[src/design/umode_defines.svh]
/* Widths, CSR field positions, instruction encodings and the register map of the
   user-mode privilege monitor; included by the packages and the RTL */
`ifndef UMODE_DEFINES_SVH
`define UMODE_DEFINES_SVH

`define UMODE_XLEN        32
`define UMODE_NUM_RULES   8
`define UMODE_COUNT_W     16
`define UMODE_WB_ADDR_W   4

// mstatus fields
`define UMODE_MPP_POS     11
`define UMODE_MPRV_POS    17
`define UMODE_TW_POS      21

// misa extension letters
`define UMODE_MISA_U_POS  20
`define UMODE_MISA_S_POS  18
`define UMODE_MISA_N_POS  13

`define UMODE_MODE_U      2'b00
`define UMODE_MODE_M      2'b11

// Whole instruction words
`define UMODE_MRET_INSN     32'h3020_0073
`define UMODE_WFI_INSN      32'h1050_0073
`define UMODE_URET_INSN     32'h0020_0073
`define UMODE_CUSTOM0_INSN  32'h8C00_0073
`define UMODE_CUSTOM1_INSN  32'hCC00_0073
`define UMODE_CUSTOM_MASK   32'hFC00_707F
`define UMODE_SYSTEM_OPCODE 7'b111_0011

// N-extension and delegation CSRs, none of which exist here
`define UMODE_CSR_USTATUS   12'h000
`define UMODE_CSR_UIE       12'h004
`define UMODE_CSR_UTVEC     12'h005
`define UMODE_CSR_USCRATCH  12'h040
`define UMODE_CSR_UEPC      12'h041
`define UMODE_CSR_UCAUSE    12'h042
`define UMODE_CSR_UTVAL     12'h043
`define UMODE_CSR_UIP       12'h044
`define UMODE_CSR_MEDELEG   12'h302
`define UMODE_CSR_MIDELEG   12'h303

`define UMODE_EXC_ILLEGAL          6'd2
`define UMODE_EXC_INSTR_FAULT      6'd1
`define UMODE_EXC_INSTR_BUS_FAULT  6'd48
`define UMODE_DBG_TRIGGER          3'd2

// Addresses 0..7 hold the per-rule counters
`define UMODE_REG_STICKY  4'd8

`endif

[src/design/riscv_priv_pkg.sv]
/* ISA-side types shared by the trace ports and the decoder */
package riscv_priv_pkg;

`include "umode_defines.svh"

  // Privilege level, encoded as in mstatus.MPP
  typedef logic [1:0] priv_mode_t;

  typedef logic [31:0] insn_t;

  // CSR value as seen on the trace
  typedef logic [`UMODE_XLEN-1:0] xlen_word_t;

  typedef logic [11:0] csr_addr_t;

  // Synchronous exception cause, low bits of mcause
  typedef logic [5:0] exc_cause_t;

  // dcsr.cause style debug entry reason
  typedef logic [2:0] dbg_cause_t;

endpackage

[src/design/umode_mon_pkg.sv]
/* Monitor-side types: rule vectors, violation counters and the Wishbone view */
package umode_mon_pkg;

`include "umode_defines.svh"

  // One bit per rule, bit index is the rule number
  typedef logic [`UMODE_NUM_RULES-1:0] rule_vec_t;

  typedef logic [`UMODE_COUNT_W-1:0] viol_count_t;

  typedef logic [`UMODE_WB_ADDR_W-1:0] wb_addr_t;
  typedef logic [`UMODE_XLEN-1:0]      wb_data_t;

  typedef enum logic {
    WB_IDLE,
    WB_ACK
  } wb_state_t;

endpackage

[src/design/rvfi_decode.sv]
/* First pipeline stage: samples one retirement record per cycle and
   registers its instruction class, trap status and CSR summaries */
`timescale 1ns/1ns
`include "umode_defines.svh"

module rvfi_decode
  import riscv_priv_pkg::*;
(
  input  logic       clk_i,
  input  logic       rst,

  input  logic       rvfi_valid,
  input  priv_mode_t rvfi_mode,
  input  insn_t      rvfi_insn,
  input  logic       rvfi_dbg_mode,
  input  logic       rvfi_intr,
  input  logic       rvfi_trap,
  input  logic       rvfi_trap_exception,
  input  exc_cause_t rvfi_trap_exc_cause,
  input  logic       rvfi_trap_debug,
  input  dbg_cause_t rvfi_trap_dbg_cause,
  input  xlen_word_t csr_misa_rdata,
  input  xlen_word_t csr_mstatus_rdata,
  input  xlen_word_t csr_mstatus_wdata,
  input  xlen_word_t csr_mstatus_wmask,
  input  xlen_word_t csr_mscratch_wmask,

  output logic       dec_valid,
  output priv_mode_t dec_mode,
  output logic       dec_dbg_mode,
  output logic       dec_intr,
  output logic       dec_trap,
  output logic       dec_is_mret,
  output logic       dec_is_wfi,
  output logic       dec_is_custom,
  output logic       dec_is_uret,
  output logic       dec_is_csr,
  output csr_addr_t  dec_csr_addr,
  output logic       dec_illegal,
  output logic       dec_misa_ok,
  output logic       dec_tw,
  output priv_mode_t dec_mpp_pre,
  output priv_mode_t dec_mpp_post,
  output logic       dec_mscratch_written
);

  logic       fetch_fault;
  logic       trig_hit;
  logic       insn_ok;
  logic       is_system;
  xlen_word_t mstatus_post;

  // Revoked fetches and trigger hits never executed the instruction
  assign fetch_fault = rvfi_trap_exception &&
                       ((rvfi_trap_exc_cause == `UMODE_EXC_INSTR_FAULT) ||
                        (rvfi_trap_exc_cause == `UMODE_EXC_INSTR_BUS_FAULT));
  assign trig_hit    = rvfi_trap && rvfi_trap_debug &&
                       (rvfi_trap_dbg_cause == `UMODE_DBG_TRIGGER);
  assign insn_ok     = rvfi_valid && !fetch_fault && !trig_hit;

  assign is_system   = (rvfi_insn[6:0] == `UMODE_SYSTEM_OPCODE);

  // Written bits come from wdata, the rest keep their old value
  assign mstatus_post = (csr_mstatus_wdata & csr_mstatus_wmask) |
                        (csr_mstatus_rdata & ~csr_mstatus_wmask);

  always_ff @(posedge clk_i) begin
    if (rst) begin
      dec_valid <= 1'b0;
    end else begin
      dec_valid <= rvfi_valid;
    end
  end

  always_ff @(posedge clk_i) begin
    dec_mode      <= rvfi_mode;
    dec_dbg_mode  <= rvfi_dbg_mode;
    dec_intr      <= rvfi_intr;
    dec_trap      <= rvfi_trap;
    dec_is_mret   <= insn_ok && (rvfi_insn == `UMODE_MRET_INSN);
    dec_is_wfi    <= insn_ok && (rvfi_insn == `UMODE_WFI_INSN);
    dec_is_uret   <= insn_ok && (rvfi_insn == `UMODE_URET_INSN);
    dec_is_custom <= insn_ok &&
                     (((rvfi_insn & `UMODE_CUSTOM_MASK) == `UMODE_CUSTOM0_INSN) ||
                      ((rvfi_insn & `UMODE_CUSTOM_MASK) == `UMODE_CUSTOM1_INSN));
    // funct3 of 0 and 4 are not Zicsr
    dec_is_csr    <= insn_ok && is_system &&
                     (rvfi_insn[14:12] != 3'b000) && (rvfi_insn[14:12] != 3'b100);
    dec_csr_addr  <= rvfi_insn[31:20];
    dec_illegal   <= rvfi_trap && rvfi_trap_exception &&
                     (rvfi_trap_exc_cause == `UMODE_EXC_ILLEGAL);
    dec_misa_ok   <= csr_misa_rdata[`UMODE_MISA_U_POS] &&
                     !csr_misa_rdata[`UMODE_MISA_S_POS] &&
                     !csr_misa_rdata[`UMODE_MISA_N_POS];
    dec_tw        <= csr_mstatus_rdata[`UMODE_TW_POS];
    dec_mpp_pre   <= csr_mstatus_rdata[`UMODE_MPP_POS +: $bits(priv_mode_t)];
    dec_mpp_post  <= mstatus_post[`UMODE_MPP_POS +: $bits(priv_mode_t)];
    dec_mscratch_written <= |csr_mscratch_wmask;
  end

endmodule

[src/design/umode_rule_check.sv]
/* Second stage: applies the eight privilege rules to each decoded retirement
   and keeps the trap and MRET history needed by the sequential rules */
`timescale 1ns/1ns
`include "umode_defines.svh"

module umode_rule_check
  import riscv_priv_pkg::*;
  import umode_mon_pkg::*;
(
  input  logic       clk_i,
  input  logic       rst,

  input  logic       dec_valid,
  input  priv_mode_t dec_mode,
  input  logic       dec_dbg_mode,
  input  logic       dec_intr,
  input  logic       dec_trap,
  input  logic       dec_is_mret,
  input  logic       dec_is_wfi,
  input  logic       dec_is_custom,
  input  logic       dec_is_uret,
  input  logic       dec_is_csr,
  input  csr_addr_t  dec_csr_addr,
  input  logic       dec_illegal,
  input  logic       dec_misa_ok,
  input  logic       dec_tw,
  input  priv_mode_t dec_mpp_pre,
  input  priv_mode_t dec_mpp_post,
  input  logic       dec_mscratch_written,

  output rule_vec_t  violations
);

  logic       in_umode;
  logic       in_mmode;
  logic       csr_absent;
  logic       trap_pend;
  logic       mret_pend;
  priv_mode_t mret_mpp;
  rule_vec_t  hits;

  assign in_umode = (dec_mode == `UMODE_MODE_U);
  assign in_mmode = (dec_mode == `UMODE_MODE_M);

  // CSRs that are illegal from any mode
  always_comb begin
    case (dec_csr_addr)
      `UMODE_CSR_USTATUS, `UMODE_CSR_UIE, `UMODE_CSR_UTVEC, `UMODE_CSR_USCRATCH,
      `UMODE_CSR_UEPC, `UMODE_CSR_UCAUSE, `UMODE_CSR_UTVAL, `UMODE_CSR_UIP,
      `UMODE_CSR_MEDELEG, `UMODE_CSR_MIDELEG: csr_absent = 1'b1;
      default: csr_absent = 1'b0;
    endcase
  end

  always_comb begin
    hits    = '0;
    hits[0] = !dec_misa_ok;
    hits[1] = !(in_umode || in_mmode) || (dec_dbg_mode && !in_mmode);
    hits[2] = in_umode && dec_mscratch_written;
    hits[3] = (dec_mpp_post != `UMODE_MODE_U) && (dec_mpp_post != `UMODE_MODE_M);
    // Trap handler must run in M
    hits[4] = trap_pend && !in_mmode;
    // WFI legality follows TW exactly in U mode
    hits[5] = (dec_is_wfi && in_umode && (dec_tw != dec_illegal)) ||
              ((dec_is_custom || dec_is_uret || (dec_is_mret && in_umode)) &&
               !dec_illegal);
    // Insn bits 29:28 are the CSR privilege field
    hits[6] = dec_is_csr && !dec_illegal &&
              ((in_umode && (dec_csr_addr[9:8] != 2'b00)) || csr_absent);
    hits[7] = mret_pend && !dec_intr && (dec_mode != mret_mpp);
  end

  // History of the previous valid retirement
  always_ff @(posedge clk_i) begin
    if (rst) begin
      trap_pend <= 1'b0;
      mret_pend <= 1'b0;
    end else if (dec_valid) begin
      trap_pend <= dec_trap;
      mret_pend <= dec_is_mret && in_mmode && !dec_dbg_mode && !dec_trap;
    end
  end

  always_ff @(posedge clk_i) begin
    if (dec_valid) begin
      mret_mpp <= dec_mpp_pre;
    end
  end

  always_ff @(posedge clk_i) begin
    if (rst) begin
      violations <= '0;
    end else begin
      violations <= dec_valid ? hits : '0;
    end
  end

endmodule

[src/design/rule_counter.sv]
/* Violation counter for one rule, saturating, with a sticky flag that
   holds until the register block clears it */
`timescale 1ns/1ns

module rule_counter
  import umode_mon_pkg::*;
(
  input  logic        clk_i,
  input  logic        rst,
  input  logic        hit,
  input  logic        clear,
  output viol_count_t count,
  output logic        sticky
);

  // Clear has priority over a hit in the same cycle
  always_ff @(posedge clk_i) begin
    if (rst || clear) begin
      count  <= '0;
      sticky <= 1'b0;
    end else if (hit) begin
      if (count != '1) begin
        count <= count + 1'b1;
      end
      sticky <= 1'b1;
    end
  end

endmodule

[src/design/wb_status_regs.sv]
/* Wishbone classic slave that reads out the violation counters and the sticky
   vector; a write to the sticky register clears the rules selected by its data */
`timescale 1ns/1ns
`include "umode_defines.svh"

module wb_status_regs
  import umode_mon_pkg::*;
(
  input  logic        clk_i,
  input  logic        rst,

  input  logic        wb_cyc,
  input  logic        wb_stb,
  input  logic        wb_we,
  input  wb_addr_t    wb_adr,
  input  wb_data_t    wb_dat_w,
  output wb_data_t    wb_dat_r,
  output logic        wb_ack,

  input  viol_count_t [`UMODE_NUM_RULES-1:0] counts,
  input  rule_vec_t   stickies,
  output rule_vec_t   clear,
  output logic        violation
);

  localparam int RuleIdxW = $clog2(`UMODE_NUM_RULES);

  wb_state_t state;
  wb_data_t  rd_data;
  logic      req;

  assign req = wb_cyc && wb_stb;

  // Address decode for reads
  always_comb begin
    rd_data = '0;
    if (wb_adr < `UMODE_NUM_RULES) begin
      rd_data[`UMODE_COUNT_W-1:0] = counts[wb_adr[RuleIdxW-1:0]];
    end else if (wb_adr == `UMODE_REG_STICKY) begin
      rd_data[`UMODE_NUM_RULES-1:0] = stickies;
    end
  end

  always_ff @(posedge clk_i) begin
    if (rst) begin
      state <= WB_IDLE;
      clear <= '0;
    end else begin
      clear <= '0;
      case (state)
        WB_IDLE: begin
          if (req) begin
            state <= WB_ACK;
            if (wb_we && (wb_adr == `UMODE_REG_STICKY)) begin
              clear <= wb_dat_w[`UMODE_NUM_RULES-1:0];
            end
          end
        end
        default: state <= WB_IDLE;
      endcase
    end
  end

  // Data is captured on the edge that raises ack
  always_ff @(posedge clk_i) begin
    if ((state == WB_IDLE) && req) begin
      wb_dat_r <= rd_data;
    end
  end

  assign wb_ack    = (state == WB_ACK);
  assign violation = |stickies;

endmodule

[src/design/umode_monitor_top.sv]
/* Top level of the user-mode privilege monitor: trace in, decode, rule check,
   per-rule counters and the Wishbone status registers */
`timescale 1ns/1ns
`include "umode_defines.svh"

module umode_monitor_top
  import riscv_priv_pkg::*;
  import umode_mon_pkg::*;
(
  input  logic       clk_i,
  input  logic       rst,

  input  logic       rvfi_valid,
  input  priv_mode_t rvfi_mode,
  input  insn_t      rvfi_insn,
  input  logic       rvfi_dbg_mode,
  input  logic       rvfi_intr,
  input  logic       rvfi_trap,
  input  logic       rvfi_trap_exception,
  input  exc_cause_t rvfi_trap_exc_cause,
  input  logic       rvfi_trap_debug,
  input  dbg_cause_t rvfi_trap_dbg_cause,
  input  xlen_word_t csr_misa_rdata,
  input  xlen_word_t csr_mstatus_rdata,
  input  xlen_word_t csr_mstatus_wdata,
  input  xlen_word_t csr_mstatus_wmask,
  input  xlen_word_t csr_mscratch_wmask,

  input  logic       wb_cyc,
  input  logic       wb_stb,
  input  logic       wb_we,
  input  wb_addr_t   wb_adr,
  input  wb_data_t   wb_dat_w,
  output wb_data_t   wb_dat_r,
  output logic       wb_ack,

  output logic       violation
);

  logic        dec_valid;
  priv_mode_t  dec_mode;
  logic        dec_dbg_mode;
  logic        dec_intr;
  logic        dec_trap;
  logic        dec_is_mret;
  logic        dec_is_wfi;
  logic        dec_is_custom;
  logic        dec_is_uret;
  logic        dec_is_csr;
  csr_addr_t   dec_csr_addr;
  logic        dec_illegal;
  logic        dec_misa_ok;
  logic        dec_tw;
  priv_mode_t  dec_mpp_pre;
  priv_mode_t  dec_mpp_post;
  logic        dec_mscratch_written;

  rule_vec_t   violations;
  rule_vec_t   stickies;
  rule_vec_t   clear;
  viol_count_t [`UMODE_NUM_RULES-1:0] counts;

  rvfi_decode u_decode (
    .clk_i, .rst,
    .rvfi_valid, .rvfi_mode, .rvfi_insn, .rvfi_dbg_mode, .rvfi_intr,
    .rvfi_trap, .rvfi_trap_exception, .rvfi_trap_exc_cause,
    .rvfi_trap_debug, .rvfi_trap_dbg_cause,
    .csr_misa_rdata, .csr_mstatus_rdata, .csr_mstatus_wdata,
    .csr_mstatus_wmask, .csr_mscratch_wmask,
    .dec_valid, .dec_mode, .dec_dbg_mode, .dec_intr, .dec_trap,
    .dec_is_mret, .dec_is_wfi, .dec_is_custom, .dec_is_uret, .dec_is_csr,
    .dec_csr_addr, .dec_illegal, .dec_misa_ok, .dec_tw,
    .dec_mpp_pre, .dec_mpp_post, .dec_mscratch_written
  );

  umode_rule_check u_rule_check (
    .clk_i, .rst,
    .dec_valid, .dec_mode, .dec_dbg_mode, .dec_intr, .dec_trap,
    .dec_is_mret, .dec_is_wfi, .dec_is_custom, .dec_is_uret, .dec_is_csr,
    .dec_csr_addr, .dec_illegal, .dec_misa_ok, .dec_tw,
    .dec_mpp_pre, .dec_mpp_post, .dec_mscratch_written,
    .violations
  );

  // One counter per rule
  for (genvar i = 0; i < `UMODE_NUM_RULES; i++) begin : gen_rules
    rule_counter u_counter (
      .clk_i  (clk_i),
      .rst    (rst),
      .hit    (violations[i]),
      .clear  (clear[i]),
      .count  (counts[i]),
      .sticky (stickies[i])
    );
  end

  wb_status_regs u_regs (
    .clk_i, .rst,
    .wb_cyc, .wb_stb, .wb_we, .wb_adr, .wb_dat_w, .wb_dat_r, .wb_ack,
    .counts, .stickies, .clear, .violation
  );

endmodule

[config.mk]
export PLATFORM = sky130hd
export DESIGN_NAME = umode_monitor_top
export DESIGN_NICKNAME = d
export VERILOG_FILES = /design/src/design/riscv_priv_pkg.sv /design/src/design/umode_mon_pkg.sv /design/src/design/rvfi_decode.sv /design/src/design/umode_rule_check.sv /design/src/design/rule_counter.sv /design/src/design/wb_status_regs.sv /design/src/design/umode_monitor_top.sv
export VERILOG_INCLUDE_DIRS = /design/src /design/src/design
export SDC_FILE = /design/constraint.sdc
export NUM_CORES = 1
export LEC_CHECK = 0
export ABC_CLOCK_PERIOD_IN_PS = 2500
export CORE_MARGIN = 3
export CORE_UTILIZATION = 40
export CTS_BUF_LIST = sky130_fd_sc_hd__clkbuf_16
export DETAILED_ROUTE_END_ITERATION = 7
export DONT_BUFFER_PORTS = 1
export GPL_ROUTABILITY_DRIVEN = 0
export GPL_TIMING_DRIVEN = 1
export PLACE_DENSITY = 0.65
export SLEW_MARGIN = 5
export SYNTH_ARGS = -nofsm -noshare
export SYNTH_HDL_FRONTEND = slang
export SYNTH_SLANG_ARGS = --single-unit
[constraint.sdc]
create_clock -name clk_i -period 2.5 [get_ports clk_i]
set_input_delay 0.625 -clock clk_i [delete_from_list [all_inputs] [get_ports clk_i]]
set_output_delay 0.625 -clock clk_i [all_outputs]
set_load 0.05 [all_outputs]
## After elaboration in Yosys (flattened, before gate mapping)

Index checks and enable logic that the tools add are counted.

| word-level totals | value |
|---|---|
| register bits after elaboration | 204 |
| input bits | 250 |
| output and inout port bits | 34 |
| logic and storage cells | 179 |

| cells by class | value |
|---|---|
| add/subtract/negate cells | 8 |
| $lt $le $gt $ge | 2 |
| equal/unequal tests | 33 |
| multiplexer cells | 6 |
| bitwise gates (word level) | 8 |
| reductions and logical operators | 81 |

Operator list:

| operator | count |
|---|---|
| 16-bit by 1-bit adder with 16-bit output (second input constant) | 8 |
| 16-bit != test (second input constant) | 8 |
| 12-bit by 7-bit == test with 1-bit output (second input constant) | 5 |
| 16-bit binary-select mux with 3-bit select | 1 |
| 1-bit logical AND | 35 |
| 16-bit == test (second input constant) | 2 |
| 32-bit by 22-bit == test with 1-bit output (second input constant) | 1 |
| 32-bit by 29-bit == test with 1-bit output (second input constant) | 1 |
| 32-bit by 30-bit == test with 1-bit output (second input constant) | 1 |
| 32-bit OR reduction | 1 |
| 13-bit bitwise AND | 2 |
| 12-bit by 10-bit == test with 1-bit output (second input constant) | 2 |
| 12-bit by 3-bit == test with 1-bit output (second input constant) | 2 |
| 1-bit logical OR | 16 |
| 16-bit two-way mux | 1 |
| 8-bit two-way mux | 2 |
| 2-bit AND reduction | 8 |
| 13-bit NOT | 1 |
| 13-bit bitwise OR | 1 |
| 12-bit zero test | 1 |
| 1-bit zero test | 11 |
| 10-bit OR reduction | 1 |
| 8-bit OR reduction | 1 |
| 7-bit == test (second input constant) | 1 |
| other kinds (19) | 25 |

## Longest topological paths before layout

Gate-level depths: netlist of the first run.

| depth | value |
|---|---|
| word-level depth | 9 |
| mapped depth | 6 |
| depth with buffers taken out | 5 |

## Cells and area by module

From an unflattened synthesis of the first run, not the netlist that was laid out.

| unflattened totals | value |
|---|---|
| cell total of the unflattened synthesis | 1103 |
| area total of the unflattened synthesis | 10737.8 µm² |

By module, submodules not included:

| module | times used | cells an instance | area each (µm²) | seq. area each (µm²) |
|---|---|---|---|---|
| rule_counter | 8 | 99 | 900.9 | 340.3 |
| wb_status_regs | 1 | 176 | 2020.7 | 660.6 |
| rvfi_decode | 1 | 79 | 978.4 | 620.6 |
| umode_rule_check | 1 | 56 | 531.8 | 260.2 |

## Least setup slack after synthesis of the first run

OpenSTA, ideal clock, no wires.

| path | value |
|---|---|
| path kind | input-to-reg |
| start point | input port wb_adr[1] |
| end point | register u_regs.wb_dat_r[4] (data pin) |
| library setup time | 262 ps |
| arrival time | 2002 ps |
| required time | 2238 ps |
| path slack | 236 ps |
| cell stages on the path | 6 |
| path buffers | 3 |
| cells stage by stage | clkbuf_1 > buf_2 > buf_2 > mux4_2 > a222oi_1 > inv_1 |

| on the way | value |
|---|---|
| word-level cells in the longest chain between the ends | 3 |
| elaborated cells between the ends (all ways) | 6 |

Ends and longest elaborated chain:

| element | RTL line | source |
|---|---|---|
| from (decl) | umode_monitor_top.sv:32 | `input wb_addr_t wb_adr,` |
| 16-bit binary-select mux with 3-bit select / 4-bit == test (equally long branches) | -- |  |
| 16-bit two-way mux (implied by the code) / 8-bit two-way mux (equally long branches) | wb_status_regs.sv:38, wb_status_regs.sv:39 |  |
| 8-bit two-way mux * | wb_status_regs.sv:37 | `` if (wb_adr < `UMODE_NUM_RULES) begin `` |
| via u_regs.rd_data[4] | wb_status_regs.sv:29 | `wb_data_t rd_data;` |
| to (signal assigned) | wb_status_regs.sv:67 | `wb_dat_r <= rd_data;` |
| to (decl) | wb_status_regs.sv:17 | `output wb_data_t wb_dat_r,` |

The timed path passes the listed nets; every way through them passes the cells marked *. The select of a mux whose other input is x is not followed.
A chain may end at the register's enable or synchronous reset.

## Worst setup path in the final report of the first run

| path | value |
|---|---|
| start point | register gen_rules[1].u_counter.sticky |
| end point | output port violation |

| on the way | value |
|---|---|
| word-level cells in the longest chain between the ends | 1 |

Ends and longest elaborated chain:

| element | RTL line | source |
|---|---|---|
| from (decl) | rule_counter.sv:13 | `output logic sticky` |
| from (signal assigned) | rule_counter.sv:20 | `sticky <= 1'b0;` |
| from (signal assigned) | rule_counter.sv:25 | `sticky <= 1'b1;` |
| 8-bit OR reduction | wb_status_regs.sv:72 | `assign violation = \|stickies;` |
| to (decl) | umode_monitor_top.sv:37 | `output logic violation` |

Every way passes these cells.

==> results.rst, run 1 <==
.. list-table::
   :header-rows: 1

   * - Metric
     - Value
   * - Status
     - finished, final reports clean
   * - Maximum ir drop on the vdd rail
     - 0.5336 mV
   * - Min setup slack post-route
     - 0.2719 ns
   * - Final wirelength
     - 27.17 mm
   * - Crit path arrival time
     - 1.60 ns
   * - CTS clk-pin slew, worst paths
     - 0.06 ns
   * - Fraction of the core area covered by cells at the end of the flow
     - 0.4540
   * - MaxCap Viol Count
     - 0
   * - Shortest period the worst path allows
     - 2.228 ns
   * - EDFF count, synth
     - 18
   * - Wire length of the first global-routing pass
     - 43.19 mm
   * - Input/output buffers
     - 0
   * - Worst hold path cell count
     - 0
   * - Post-DP HPWL
     - 20.22 mm
   * - Max-slew headroom at the worst pin
     - 0.4846
   * - Largest clock skew in the final design
     - 0.008389 ns
   * - Number of nets at the end of the flow
     - 1347
   * - Overflow left after global routing
     - 0
   * - P_sw
     - 1567 uW
   * - Total routing resource utilization after global routing
     - 0.1888
   * - Antenna-violating nets left
     - 0
   * - Pin count of the biggest net entering global routing
     - 34
   * - Vias in the first global route
     - 8075
   * - Most common library cells after synthesis
     - dfxtp_1, nor2_1, a21oi_1
   * - Number of detailed-routing iterations run before antenna repair
     - 7
   * - Clk network pwr share
     - 0.483
   * - Antenna violations before repair
     - 3
   * - Ant. Diodes
     - 0
   * - Largest cells by area after synthesis
     - dfxtp_1, mux4_2, edfxtp_1
   * - Hold Fails Final Rpt
     - 0
   * - TritonCTS clock tree
     - done
   * - RSZ-0062 raised after global routing
     - false
   * - Die footprint
     - 27440 um2
   * - Layout cells sized above 1
     - 0.1043
   * - Setup TNS after final layout
     - 0 ns
   * - Data required, critical path
     - 1.88 ns
   * - Most instantiated library cell after synthesis
     - dfxtp_1
   * - Vias per Instance
     - 6.161
   * - Count of mapped cells out of synthesis
     - 1096
   * - Number of warnings printed during yosys synthesis
     - 0
   * - Post-synthesis sequential element count
     - 204
   * - Number of core rows
     - 57
   * - Worst Setup Path Type
     - reg -> out
   * - Internal Pwr Total
     - 5438 uW
   * - Gate power share
     - 0.031
   * - Register share of total power
     - 0.486
   * - Die extent in y
     - 165.7 um
   * - Post-synth top flop
     - dfxtp_1
   * - Hold_ws
     - 0.1364 ns
   * - Number of top-level pins
     - 284
   * - Number of gates resized after CTS
     - 0
   * - Worst hold path class
     - in -> reg
   * - Type of element launching the critical path
     - flop
   * - Placed instance area
     - 10430 um2
   * - Inserted Clock Buffers
     - 24
   * - CTS H-Tree Depth
     - 1
   * - Ratio of total power to cell area
     - 625.3 nW/um2
   * - Buffer levels on the longest clock path
     - 3
   * - Number of violations reported at the end of detailed-routing iteration 0
     - 926
   * - Fraction of synthesized cell area taken by the top area cell type
     - 0.3652
   * - Via count
     - 8792
   * - CTS root buf
     - clkbuf_16
   * - Post-synthesis instance area
     - 10200 um2
   * - Wire length per cell
     - 19.04 um
   * - Worst-margin pin slew
     - 0.7702 ns
   * - Pre-CTS setup slack
     - 0.4232 ns
   * - Critical Path Sink Type
     - primary output
   * - Final period util
     - 0.8912
   * - Buffers inserted during post-CTS setup optimization
     - 0
   * - Number of endpoints failing setup at the final stage
     - 0
   * - Share of the yosys chip area belonging to registers
     - 0.4182
   * - Share of synthesized registers carrying an async set or reset
     - 0
   * - Fmax
     - 448.8 MHz
   * - Cell type with the largest total area after synthesis
     - dfxtp_1
   * - Maximum fanout along the worst path
     - 3
   * - Remaining routing DRC violations
     - 0
   * - Leakage
     - 0.003760 uW
   * - Max Transition Viols Final
     - 0
   * - Initial core utilization
     - 0.4132
   * - Standard cell core area
     - 24680 um2
   * - Hold_buf cts
     - 0
   * - Synthesis-to-layout area growth
     - 9.878%
   * - Clock insertion delay at the later pin of the skew report
     - 0.51 ns
   * - Post-route cell area
     - 11200 um2
   * - # clock sinks
     - 204
   * - Die X
     - 165.7 um
   * - Switching part of the total
     - 0.2238
   * - Mean area per synthesized cell
     - 9.303 um2
   * - Depth of the most critical reg-to-reg path
     - 5
   * - Number of distinct library cells after synthesis
     - 77
==> path summary, 6_finish.rpt <==
path | slack (ns) | end | startpoint
hold reg to reg | 0.38 | u_rule_check.violations[0] | u_decode.dec_misa_ok
setup reg to reg | 0.37 | gen_rules[5].u_counter.count[14] | gen_rules[5].u_counter.count[1]
hold / removal | 0.14 | u_decode.dec_csr_addr[4] | rvfi_insn[24]
setup / recovery | 0.27 | violation | gen_rules[1].u_counter.sticky
==> layout make-up <==
cell class / instances / area, um2
multi-input combinational: 802 / 5503
inverter: 41 / 153.9
timing repair buffer: 14 / 105.1
clock inverter: 15 / 96.34
fill: 2409 / 13470
sequential: 204 / 4264
tap: 324 / 405.4
clock buffer: 27 / 675.6
==> cell families after synthesis <==
kind of cell | synth area share
AND/OR/NAND/NOR | 0.2619
AO/OA/AOI/OAI | 0.1604
flip-flops | 0.4182
buffers and inverters | 0.04786
multiplexers | 0.09388
adder cells (fa/ha/maj) | 0.01227
XOR/XNOR | 0.005155
other | 0.0003678
==> sequential cells by signal, summed over array words and instances, names as in the netlist, 8 cells and up <==
register                    flops
u_decode.dec_csr_addr          12
gen_rules.u_counter.count     128
gen_rules.u_counter.sticky      8
u_regs.clear                    8
u_rule_check.violations         8
u_regs.wb_dat_r                16
==> per-stage QoR <==
step / power (uW) / instances
final: 7005 / 1427
after global routing: 7242 / 1427
after CTS: 7088 / 1427
after detailed placement: 3694 / 1385
after global placement: 3691 / 1385
after floorplan: 3706 / 1111
==> worst max-delay path, stage by stage (launching register included) <==
cell and delay [ns]:
dfxtp_1 0.34, nor4_1 0.32, nand2_1 0.43
==> layout by cell type (no fill, tap or decap), drive strengths merged, types with 16 or more instances in the layout <==
cell type / netlist / routed
nand3: 55 / 55
nor2: 80 / 80
nor3: 32 / 32
nand2: 62 / 62
nor4: 35 / 35
dfxtp: 186 / 186
edfxtp: 18 / 18
or4: 27 / 27
o31ai: 20 / 20
a21oi: 75 / 75
or2: 17 / 17
conb: 1 / 16
mux4: 32 / 32
clkbuf: 38 / 27
or3: 35 / 35
nand4: 43 / 43
o21ai: 43 / 43
mux2i: 21 / 21
and3: 25 / 25
inv: 41 / 45
==> power groups by stage <==
stage                     combinational (uW)  clock (uW)  sequential, uW
after floorplan                          243           0            3460
after global placement                   215           0            3480
after detailed placement                 217           0            3480
after CTS                                218        3470            3410
after global routing                     235        3600            3410
final                                    217        3380            3410
==> routing by layer <==
metal	share of wire	vias up	GRT usage
met5	0.00059	-	0
met4	0.030	4	0.05497
met3	0.077	55	0.03599
met2	0.43	361	0.2869
met1	0.46	4153	0.2746
li1	-	4219	-
Power figures use the tool's default switching activity.
==> run 2, diff against run 1 <==
--- a/config.mk
+++ b/config.mk
@@ -6,7 +6,7 @@
 export SDC_FILE = /design/constraint.sdc
 export NUM_CORES = 1
 export LEC_CHECK = 0
-export ABC_CLOCK_PERIOD_IN_PS = 2500
+export ABC_CLOCK_PERIOD_IN_PS = 1970
 export CORE_MARGIN = 3
 export CORE_UTILIZATION = 40
 export CTS_BUF_LIST = sky130_fd_sc_hd__clkbuf_16
@@ -14,7 +14,7 @@
 export DONT_BUFFER_PORTS = 1
 export GPL_ROUTABILITY_DRIVEN = 0
 export GPL_TIMING_DRIVEN = 1
-export PLACE_DENSITY = 0.65
+export PLACE_DENSITY = 0.67
 export SLEW_MARGIN = 5
 export SYNTH_ARGS = -nofsm -noshare
 export SYNTH_HDL_FRONTEND = slang
==> constraint.sdc (replaced) <==
create_clock -name clk_i -period 1.97 [get_ports clk_i]
set_input_delay 0.4925 -clock clk_i [delete_from_list [all_inputs] [get_ports clk_i]]
set_output_delay 0.4925 -clock clk_i [all_outputs]
set_load 0.05 [all_outputs]
==> results.rst, run 2 (synthesis gave the netlist of run 1 again) <==
.. list-table::
   :header-rows: 1

   * - Metric
     - Value
   * - Antenna violations before repair
     - 2
   * - Status
     - finished, final reports clean
   * - Final wirelength
     - 28.28 mm
   * - Met1 routing resource usage after global routing
     - 0.2714
   * - Shortest period the worst path allows
     - 1.958 ns
   * - Input/output buffers
     - 0
   * - Clock insertion delay at the later pin of the skew report
     - 0.51 ns
   * - Min setup slack post-route
     - 0.01165 ns
   * - CTS clk-pin slew, worst paths
     - 0.06 ns
   * - Max Transition Viols Final
     - 0
   * - Post-DP HPWL
     - 20.87 mm
   * - Wire length of the first global-routing pass
     - 44.79 mm
   * - Number of flip-flops in the largest register
     - 128
   * - Family with the most delay on the worst path
     - simple AND/OR/NAND/NOR gates
   * - Filler instances
     - 2351
   * - Die X
     - 165.7 um
   * - Synthesis-to-layout area growth
     - 15.98%
   * - Maximum fanout along the worst path
     - 3
   * - Ant. Diodes
     - 0
   * - CTS H-Tree Depth
     - 1
   * - TritonCTS clock tree
     - done
   * - Number of endpoints failing setup at the final stage
     - 0
   * - Number of nets at the end of the flow
     - 1417
   * - Met3 Usage GRT
     - 0.04266
   * - Commonest cells after routing, fill and taps aside
     - dfxtp_1, nor2_1, a21oi_1
   * - Overflow left after global routing
     - 0
   * - Pin count of the biggest net entering global routing
     - 34
   * - Worst hold path class
     - in -> reg
   * - Register ranked first by flip-flop count
     - gen_rules.u_counter.count
   * - Buffer levels on the longest clock path
     - 3
   * - Crit path arrival time
     - 1.47 ns
   * - Maximum ir drop on the vdd rail
     - 0.6816 mV
   * - Number of violations reported at the end of detailed-routing iteration 0
     - 872
   * - Number of top-level pins
     - 284
   * - Leakage
     - 0.004116 uW
   * - CTS root buf
     - clkbuf_16
   * - Die extent in y
     - 165.7 um
   * - Hold Fails Final Rpt
     - 0
   * - Standard cell core area
     - 24680 um2
   * - Worst path max stage delay
     - 0.33 ns
   * - Max-slew headroom at the worst pin
     - 0.5846
   * - Fmax
     - 510.6 MHz
   * - Buf+Inv Stages, Crit Path
     - 1
   * - RSZ-0062 raised after global routing
     - true
   * - Register-to-register path setup slack
     - 0.08 ns
   * - Remaining routing DRC violations
     - 0
   * - # clock sinks
     - 204
   * - Worst Setup Path Type
     - reg -> out
   * - Post-route cell area
     - 11830 um2
   * - Placed instance area
     - 10790 um2
   * - Total routing resource utilization after global routing
     - 0.1971
   * - Met2 demand-to-capacity share in global routing
     - 0.3214
   * - MaxCap Viol Count
     - 0
   * - Pre-CTS setup slack
     - 0.09289 ns
   * - Busiest grt layer
     - met2
   * - Die footprint
     - 27440 um2
   * - Number of detailed-routing iterations run before antenna repair
     - 6
   * - Antenna-violating nets left
     - 0
   * - Final period util
     - 0.9941
   * - Registers with the most flip-flops
     - gen_rules.u_counter.count x128, u_regs.wb_dat_r x16, u_decode.dec_csr_addr x12
   * - Number of core rows
     - 57
   * - Total chip power
     - 9100 uW
   * - Ratio of total power to cell area
     - 769.5 nW/um2
   * - Type of element launching the critical path
     - flop
   * - Data required, critical path
     - 1.48 ns
   * - Vias per Instance
     - 6.127
   * - Largest clock skew in the final design
     - 0.007353 ns
   * - Ordered list of cells on the worst path
     - nor4_2 -> nand2_1 -> buf_6
   * - Via count
     - 9185
   * - Wire length per cell
     - 18.86 um
   * - Vias in the first global route
     - 8535
   * - Layout cells sized above 1
     - 0.1489
   * - Slowest stage cell on the critical path
     - dfxtp_2
   * - Inserted Clock Buffers
     - 24
   * - Leading cell type in the layout, fill and taps excluded
     - dfxtp_1
   * - Critical Path Sink Type
     - primary output
   * - Worst-margin pin slew
     - 0.6174 ns
   * - Initial core utilization
     - 0.4132
## run 2: changes by cell type in the layout (fill, tap and decap cells not counted), sizes merged
cell,change
bufinv,+2
buf,+50
dlygate4sd3,+20
inv,+1
clkinvlp,+1
clkbuf,-2
## run 2: worst paths after layout
path / startpoint / to / cells past startpoint
setup reg to reg: u_decode.dec_csr_addr[3] / u_rule_check.violations[6] / 4
hold reg to reg: u_decode.dec_misa_ok / u_rule_check.violations[0] / 1
setup / recovery: gen_rules[2].u_counter.sticky / violation / 3
hold / removal: rst / u_decode.dec_valid / 1
## run 2: cell type report
class	instances	area, um2	area share
inverter	41	153.9	0.01301
clock inverter	19	168.9	0.01428
timing repair buffer	84	684.4	0.05788
multi-input combinational	802	5515	0.4664
clock buffer	25	625.6	0.05290
tap	324	405.4	0.03428
sequential	204	4272	0.3612
## run 2: per-stage QoR
stage	util	hold WS (ns)	instances	TNS [ns]
floorplan	-	0.3682	1111	-0.1220
global placement	0.4373	0.3839	1433	0
detailed placement	0.4373	0.3830	1433	0
CTS	0.4788	0.02887	1498	-0.004171
global route	0.4792	0.03029	1499	-0.02530
finish	0.4792	0.04658	1499	0
## run 2: repair_timing
| item | 4_1_cts | 5_1_grt |
|---|---|---|
| buffers inserted | 1 | 1 |
| endpoints found under the setup margin | 1 | 3 |
| hold buffers | 20 | 0 |
| pin swaps | 3 | 2 |
| gates resized for setup | 7 | 2 |
| endpoints found under the hold margin | 20 | 0 |
## run 2: layer usage
metal,vias up,share of wire
met5,-,0.00095
met4,4,0.019
met3,43,0.093
met2,390,0.45
met1,4377,0.43
li1,4371,-
## run 2: where the power goes
| part | leakage [uW] | switching, uW | total [uW] | internal (uW) |
|---|---|---|---|---|
| Combinational | 0.00203 | 204 | 336 | 132 |
| Clock | 0.000401 | 1760 | 4450 | 2690 |
| Sequential | 0.00168 | 76.6 | 4320 | 4240 |
| Total | 0.00412 | 2040 | 9100 | 7060 |
## run 2: worst register-to-register path: cells and delay by family (launching register included)
| kind | cells | cell delay (ns) |
|---|---|---|
| and+or+nand+nor | 1 | 0.52 |
| DFF | 1 | 0.29 |
| AOI/OAI and AO/OA | 3 | 0.96 |
